===== src/logic/div_pkg.sv =====
// Shared sizes and op codes for the divide cluster, referenced by scoped name from RTL and bench
package div_pkg;

  // Operand and result width
  localparam int XLEN = 32;

  // Request tag carried through a lane
  localparam int TAG_W = 4;

  // Lane count and lane index width
  localparam int NUM_LANES = 4;
  localparam int LANE_W = $clog2(NUM_LANES);

  // One quotient bit per iteration
  localparam int ITERS = XLEN;
  localparam int ITER_W = $clog2(ITERS);

  // Op bit 0 selects unsigned, op bit 1 selects remainder
  localparam logic [1:0] OP_DIV = 2'b00;
  localparam logic [1:0] OP_DIVU = 2'b01;
  localparam logic [1:0] OP_REM = 2'b10;
  localparam logic [1:0] OP_REMU = 2'b11;

endpackage


===== src/logic/div_dispatch.sv =====
// Request steering for the divide cluster: picks an idle lane round-robin and reports busy
module div_dispatch (
  input  logic                           clk,
  input  logic                           rst_n,
  input  logic                           req,
  input  logic [div_pkg::NUM_LANES-1:0]  lane_idle,
  output logic [div_pkg::NUM_LANES-1:0]  lane_req,
  output logic                           busy
);

  // Lane to start the next search from
  logic [div_pkg::LANE_W-1:0] ptr;

  logic                       found;
  logic [div_pkg::LANE_W-1:0] sel;
  logic                       accept;

  // First idle lane at or after the pointer
  always_comb begin
    logic [div_pkg::LANE_W-1:0] idx;
    found = 1'b0;
    sel = '0;
    idx = '0;
    for (int i = 0; i < div_pkg::NUM_LANES; i++) begin
      idx = ptr + div_pkg::LANE_W'(i);
      if (!found && lane_idle[idx]) begin
        found = 1'b1;
        sel = idx;
      end
    end
  end

  assign accept = req && found;

  always_comb begin
    lane_req = '0;
    if (accept) begin
      lane_req[sel] = 1'b1;
    end
  end

  assign busy = ~|lane_idle;

  // Move past the lane just used
  always_ff @(posedge clk) begin
    if (!rst_n) begin
      ptr <= '0;
    end else if (accept) begin
      ptr <= sel + 1'b1;
    end
  end

endmodule


===== src/logic/div_lane.sv =====
// One iterative restoring divider lane; the cluster builds several and hands each one request
module div_lane (
  input  logic                        clk,
  input  logic                        rst_n,
  input  logic                        req,
  input  logic [1:0]                  op,
  input  logic [div_pkg::XLEN-1:0]    op1,
  input  logic [div_pkg::XLEN-1:0]    op2,
  input  logic [div_pkg::TAG_W-1:0]   tag_in,
  input  logic                        stall,
  output logic                        idle,
  output logic                        done,
  output logic [div_pkg::XLEN-1:0]    result,
  output logic [div_pkg::TAG_W-1:0]   tag_out
);

  typedef enum logic [1:0] {
    S_IDLE  = 2'b00,
    S_ITER  = 2'b01,
    S_FINAL = 2'b10
  } state_t;

  state_t state;
  logic   done_q;

  // Operation context latched at accept
  logic [1:0]                 op_q;
  logic [div_pkg::TAG_W-1:0]  tag_q;
  logic                       dvd_sgn_q;
  logic                       dsor_sgn_q;
  logic                       dsor_zero_q;
  logic [div_pkg::XLEN+1:0]   dsor_neg;

  // Remainder in the upper half, quotient bits shift into the lower half
  logic [2*div_pkg::XLEN-1:0] acc;
  logic [div_pkg::ITER_W-1:0] iter;
  logic [div_pkg::XLEN-1:0]   result_q;

  logic                       is_unsigned;
  logic                       dvd_sgn;
  logic                       dsor_sgn;
  logic [div_pkg::XLEN-1:0]   dvd_mag;
  logic [div_pkg::XLEN+1:0]   dsor_in;

  assign is_unsigned = (op == div_pkg::OP_DIVU) || (op == div_pkg::OP_REMU);
  assign dvd_sgn = op1[div_pkg::XLEN-1] & ~is_unsigned;
  assign dsor_sgn = op2[div_pkg::XLEN-1] & ~is_unsigned;
  assign dvd_mag = dvd_sgn ? (~op1 + 1'b1) : op1;
  // Minus the divisor magnitude, so the trial subtract is an add
  assign dsor_in = dsor_sgn ? {2'b11, op2} : ({2'b11, ~op2} + 1'b1);

  logic [div_pkg::XLEN+1:0]   ptl_rem;
  logic [div_pkg::XLEN+1:0]   cmp_res;
  logic [div_pkg::XLEN-1:0]   rem_next;
  logic [div_pkg::XLEN-1:0]   quo_shf;

  assign ptl_rem = {1'b0, acc[2*div_pkg::XLEN-1:div_pkg::XLEN-1]};
  assign cmp_res = ptl_rem + dsor_neg;
  // Negative trial result means restore
  assign rem_next = cmp_res[div_pkg::XLEN+1] ? ptl_rem[div_pkg::XLEN-1:0]
                                             : cmp_res[div_pkg::XLEN-1:0];
  assign quo_shf = {acc[div_pkg::XLEN-2:0], ~cmp_res[div_pkg::XLEN+1]};

  logic                       rem_sel;
  logic                       neg_res;
  logic [div_pkg::XLEN-1:0]   raw_res;
  logic [div_pkg::XLEN-1:0]   fin_res;

  assign rem_sel = (op_q == div_pkg::OP_REM) || (op_q == div_pkg::OP_REMU);
  assign raw_res = rem_sel ? acc[2*div_pkg::XLEN-1:div_pkg::XLEN] : acc[div_pkg::XLEN-1:0];
  // Zero divisor keeps the all-ones quotient unsigned
  assign neg_res = rem_sel ? dvd_sgn_q : ((dvd_sgn_q ^ dsor_sgn_q) & ~dsor_zero_q);
  assign fin_res = neg_res ? (~raw_res + 1'b1) : raw_res;

  always_ff @(posedge clk) begin
    if (!rst_n) begin
      state <= S_IDLE;
      done_q <= 1'b0;
    end else begin
      case (state)
        S_IDLE: begin
          if (req) begin
            state <= S_ITER;
          end
        end
        S_ITER: begin
          if (iter == '0) begin
            state <= S_FINAL;
          end
        end
        S_FINAL: begin
          if (!done_q) begin
            done_q <= 1'b1;
          end else if (!stall) begin
            // Collector took the result
            done_q <= 1'b0;
            state <= S_IDLE;
          end
        end
        default: begin
          state <= S_IDLE;
        end
      endcase
    end
  end

  always_ff @(posedge clk) begin
    case (state)
      S_IDLE: begin
        if (req) begin
          op_q <= op;
          tag_q <= tag_in;
          dvd_sgn_q <= dvd_sgn;
          dsor_sgn_q <= dsor_sgn;
          dsor_zero_q <= (op2 == '0);
          dsor_neg <= dsor_in;
          acc <= {{div_pkg::XLEN{1'b0}}, dvd_mag};
          iter <= div_pkg::ITER_W'(div_pkg::ITERS - 1);
        end
      end
      S_ITER: begin
        acc <= {rem_next, quo_shf};
        iter <= iter - 1'b1;
      end
      S_FINAL: begin
        if (!done_q) begin
          result_q <= fin_res;
        end
      end
      default: begin
      end
    endcase
  end

  assign idle = (state == S_IDLE);
  assign done = done_q;
  assign result = result_q;
  assign tag_out = tag_q;

endmodule


===== src/logic/div_collect.sv =====
// Result merge for the divide cluster: drains finished lanes round-robin into a stallable register
module div_collect (
  input  logic                                              clk,
  input  logic                                              rst_n,
  input  logic [div_pkg::NUM_LANES-1:0]                     lane_done,
  input  logic [div_pkg::NUM_LANES-1:0][div_pkg::XLEN-1:0]  lane_result,
  input  logic [div_pkg::NUM_LANES-1:0][div_pkg::TAG_W-1:0] lane_tag,
  input  logic                                              stall,
  output logic [div_pkg::NUM_LANES-1:0]                     lane_stall,
  output logic                                              done,
  output logic [div_pkg::XLEN-1:0]                          result,
  output logic [div_pkg::TAG_W-1:0]                         result_tag
);

  logic [div_pkg::LANE_W-1:0] ptr;
  logic                       done_q;
  logic [div_pkg::XLEN-1:0]   result_q;
  logic [div_pkg::TAG_W-1:0]  tag_q;

  logic                       load_en;
  logic                       found;
  logic [div_pkg::LANE_W-1:0] sel;
  logic                       grant;

  // Output empty, or being consumed this cycle
  assign load_en = !done_q || !stall;

  always_comb begin
    logic [div_pkg::LANE_W-1:0] idx;
    found = 1'b0;
    sel = '0;
    idx = '0;
    for (int i = 0; i < div_pkg::NUM_LANES; i++) begin
      idx = ptr + div_pkg::LANE_W'(i);
      if (!found && lane_done[idx]) begin
        found = 1'b1;
        sel = idx;
      end
    end
  end

  assign grant = load_en && found;

  // Only the granted lane sees its stall drop
  always_comb begin
    lane_stall = '1;
    if (grant) begin
      lane_stall[sel] = 1'b0;
    end
  end

  always_ff @(posedge clk) begin
    if (!rst_n) begin
      done_q <= 1'b0;
      ptr <= '0;
    end else if (load_en) begin
      done_q <= found;
      if (found) begin
        ptr <= sel + 1'b1;
      end
    end
  end

  always_ff @(posedge clk) begin
    if (grant) begin
      result_q <= lane_result[sel];
      tag_q <= lane_tag[sel];
    end
  end

  assign done = done_q;
  assign result = result_q;
  assign result_tag = tag_q;

endmodule


===== src/logic/div_cluster.sv =====
// Top of the multi-lane divide unit: dispatcher, divider lanes and result collector
module div_cluster (
  input  logic                        clk,
  input  logic                        rst_n,
  input  logic                        req,
  input  logic [1:0]                  op,
  input  logic [div_pkg::XLEN-1:0]    op1,
  input  logic [div_pkg::XLEN-1:0]    op2,
  input  logic [div_pkg::TAG_W-1:0]   tag,
  input  logic                        stall,
  output logic                        busy,
  output logic                        done,
  output logic [div_pkg::XLEN-1:0]    result,
  output logic [div_pkg::TAG_W-1:0]   result_tag
);

  logic [div_pkg::NUM_LANES-1:0]                     lane_req;
  logic [div_pkg::NUM_LANES-1:0]                     lane_idle;
  logic [div_pkg::NUM_LANES-1:0]                     lane_done;
  logic [div_pkg::NUM_LANES-1:0]                     lane_stall;
  logic [div_pkg::NUM_LANES-1:0][div_pkg::XLEN-1:0]  lane_result;
  logic [div_pkg::NUM_LANES-1:0][div_pkg::TAG_W-1:0] lane_tag;

  div_dispatch u_dispatch (
    .clk       (clk),
    .rst_n     (rst_n),
    .req       (req),
    .lane_idle (lane_idle),
    .lane_req  (lane_req),
    .busy      (busy)
  );

  // Operands go to every lane, lane_req picks who latches them
  for (genvar g = 0; g < div_pkg::NUM_LANES; g++) begin : g_lane
    div_lane u_lane (
      .clk     (clk),
      .rst_n   (rst_n),
      .req     (lane_req[g]),
      .op      (op),
      .op1     (op1),
      .op2     (op2),
      .tag_in  (tag),
      .stall   (lane_stall[g]),
      .idle    (lane_idle[g]),
      .done    (lane_done[g]),
      .result  (lane_result[g]),
      .tag_out (lane_tag[g])
    );
  end

  div_collect u_collect (
    .clk         (clk),
    .rst_n       (rst_n),
    .lane_done   (lane_done),
    .lane_result (lane_result),
    .lane_tag    (lane_tag),
    .stall       (stall),
    .lane_stall  (lane_stall),
    .done        (done),
    .result      (result),
    .result_tag  (result_tag)
  );

endmodule


===== config.mk =====
export PLATFORM = sky130hd
export DESIGN_NAME = div_cluster
export DESIGN_NICKNAME = d
export VERILOG_FILES = /design/src/logic/div_pkg.sv /design/src/logic/div_dispatch.sv /design/src/logic/div_lane.sv /design/src/logic/div_collect.sv /design/src/logic/div_cluster.sv
export SDC_FILE = /design/constraint.sdc
export NUM_CORES = 1
export LEC_CHECK = 0
export BUFFER_PORTS_ARGS = -buffer_cell sky130_fd_sc_hd__buf_2
export CORE_AREA = 2 2 263 265
export DETAILED_ROUTE_END_ITERATION = 6
export DIE_AREA = 0 0 265 267
export PLACE_DENSITY = 0.78
export SKIP_CTS_REPAIR_TIMING = 1
export SLEW_MARGIN = 20
export SYNTH_ARGS = -nofsm -noshare
export SYNTH_HDL_FRONTEND = slang
export SYNTH_HIERARCHICAL = 1
export SYNTH_SLANG_ARGS = --single-unit

===== constraint.sdc =====
create_clock -name clk -period 4.55 [get_ports clk]
set_input_delay 0.91 -clock clk [delete_from_list [all_inputs] [get_ports clk]]
set_output_delay 0.91 -clock clk [all_outputs]
set_load 0.02 [all_outputs]

==> reports/results.ini <==
[synthesis]
yosysWarnings = 6
synth.top_cell.area_share_pct = 43.8
ys.flop_type = edfxtp_1
synthTopCellsByCount = edfxtp_1, nand2_1, a21oi_1
syn_nets = 4417
synth.ff_latch_count = 625
yosysMostFrequentCell = edfxtp_1
ys_seq_area_share_pct = 44.7
synth_area_mm2 = 0.0416
synthCells = 4188
yosys-top-cells-area = edfxtp_1, mux2i_1, xnor2_1
synth_area_leader_cell = edfxtp_1
synth_edf_count = 608
ys_types = 106
postSynthAreaPerCell_um2 = 9.94
ys_async_sr_fraction_pct = 0

[timing]
layout_setup_ws_ns = 0.550
max_slew.worst_pin.slew_ns = 1.12
fin_worst_skew_ns = 0.0241
finalHoldViolations = 0
fmax_ghz = 0.250
setup_viol_count_final = 0
fin_tns_setup_ns = 0
period_share_pct = 87.9
maxSlewHeadroom_pct = 25.6
hold-worst-slack_ns = 0.507
period_minus_slack_ns = 4.00
maxSlewViolCount = 0
rsz0062_at_grt = no

[power_and_ir_drop]
ir_drop_mv = 0.386
leakagePower_nw = 17.1
power_mw = 19.2
power_density_mw_per_mm2 = 422

[setup_path]
path_class = reg2reg
path_max_fanout = 29
critPathSlowestCell = xnor2_4
path_cells = ha_1 > a211oi_2 > o21bai_1 > a211oi_1 > o311ai_1 > nor3_2 > o21ai_2 > xnor2_4 > buf_4 > mux2i_1 > nor2_1
cpPeakStageDelay_ns = 0.88
regToRegStartpoint = g_lane[2].u_lane/acc[49]$_SDFFCE_PN0P_
startpoint = g_lane[2].u_lane/acc[49]$_SDFFCE_PN0P_
endpoint_kind = register
cp-start-kind = register
required_ns = 4.88
cp.arrival_ns = 4.33

[clock_tree]
cts_sinks = 625
cts_tree = done
insertion_delay_ns = 0.62
cts_buffers = 72
htree_num_levels = 3
cts.clk_slew.worst_paths_ns = 0.06
cts_buffer_depth = 3
root_buffer = clkbuf_16

[layout]
layout.cells.non_filler = 5216
final_core_util_pct = 67.0
seq_area_mm2 = 0.0186
area_delta_synth_final_pct = 9.35
nets = 4494
fill_cells = 5396
fin_area_mm2 = 0.0455
multi_input_area_mm2 = 0.0218
drive_gt1_share_pct = 9.39

[route]
drt-pass1-iter-count = 6
wl_per_cell_um = 25.0
drc = 0
drtIter0Drc = 4315
viasPerCell = 6.56
ant_nets = 0
drt_wl_total_um = 130000
via_count = 34216

[floorplanning]
dieArea_mm2 = 0.0708
fp.dieH_um = 267
start_util_pct = 61.3
rows = 96
ios = 112
die_w_um = 265
core_area_mm2 = 0.0680

[min_path]
min_from = tag[2]
min_path_type = in2reg

[global_routing]
antenna_found_initial = 21
grt_max_degree = 73
grt_pass1_vias = 31277
grt_first_pass_wirelength_um = 193000
grtUsageTotal_pct = 36.4
gr-total-overflow = 0

[placement]
dp_cells = 5073
place_congestion = 0.987
placed_area_mm2 = 0.0431
place_ws_ns = 0.627
portBuffers = 111
dp_hpwl_um = 97700

[job]
cap_violations = 0

[outcome]
status = finished, final reports clean

## cell families (layout without fill, tap and decap cells)
| group | Yosys count | count (layout) | synth area share, % |
|---|---|---|---|
| muxes | 297 | 297 | 7.15 |
| AOI/OAI and AO/OA | 1039 | 1039 | 15.3 |
| xor gates and xnor gates | 459 | 459 | 9.72 |
| DFF | 625 | 625 | 44.7 |
| and+or+nand+nor | 1321 | 1321 | 15.2 |
| buffers and inverters | 292 | 428 | 3.18 |
| adders and majority gates | 155 | 155 | 4.73 |
| other | 0 | 10 | 0 |
## sequential cells by signal, summed over array words and instances (netlist names), 8 cells and up
| signal | flops |
|---|---|
| g_lane.u_lane/state | 8 |
| g_lane.u_lane/iter | 20 |
| u_collect/result | 32 |
| g_lane.u_lane/dsor_neg | 136 |
| g_lane.u_lane/result | 128 |
| g_lane.u_lane/acc | 256 |
| g_lane.u_lane/tag_out | 16 |
## final timing paths
path	depth (start not counted)	to	slack, ns
setup / recovery	11	g_lane[2].u_lane/acc[32]$_SDFFCE_PN0P_	0.55
setup reg to reg	11	g_lane[2].u_lane/acc[32]$_SDFFCE_PN0P_	0.55
hold reg to reg	2	u_collect/done$_SDFFE_PN0P_	0.54
hold / removal	1	g_lane[1].u_lane/tag_out[2]$_DFFE_PP_	0.51
## report_power, final
part           leakage (nW)  switching, mW  internal (mW)
Combinational          10.2           3.46           1.98
Clock                  1.19           2.44           3.60
Sequential             5.71          0.585           7.15
## per-layer routing
metal,wire length [um],global-route usage [%],vias to the layer above
li1,-,-,15597
met1,51500,50.6,16414
met2,56600,55.5,1887
met3,15900,7.45,304
met4,6140,15.5,14
met5,83,0,-
## layout by cell type (no fill, tap or decap), drive strengths merged, types with 160 or more instances in the layout
cell type / instances
mux2i: 292
nand2: 422
buf: 182
edfxtp: 608
a21oi: 363
nor2: 336
o21ai: 319
xor2: 212
nor3: 160
xnor2: 247
## area by class of cell
| class | count | area share, % |
|---|---|---|
| inverter | 113 | 0.931 |
| sequential | 625 | 40.8 |
| multi-input combinational | 3271 | 47.9 |
| clock buffer | 86 | 4.31 |
| timing repair buffer | 182 | 2.47 |
| tap | 882 | 2.42 |
| clock inverter | 47 | 1.05 |
| antenna | 10 | 0.0550 |
## critical path, delay by kind of cell, from the launching register on
| kind | cells | cell delay (ns) |
|---|---|---|
| xor gates and xnor gates | 1 | 0.88 |
| adders and majority gates | 1 | 0.43 |
| buffers and inverters | 1 | 0.38 |
| and+or+nand+nor | 2 | 0.40 |
| muxes | 1 | 0.21 |
| DFF | 1 | 0.43 |
| AOI/OAI and AO/OA | 5 | 0.97 |
No activity file was read; power rests on OpenSTA's default activity.
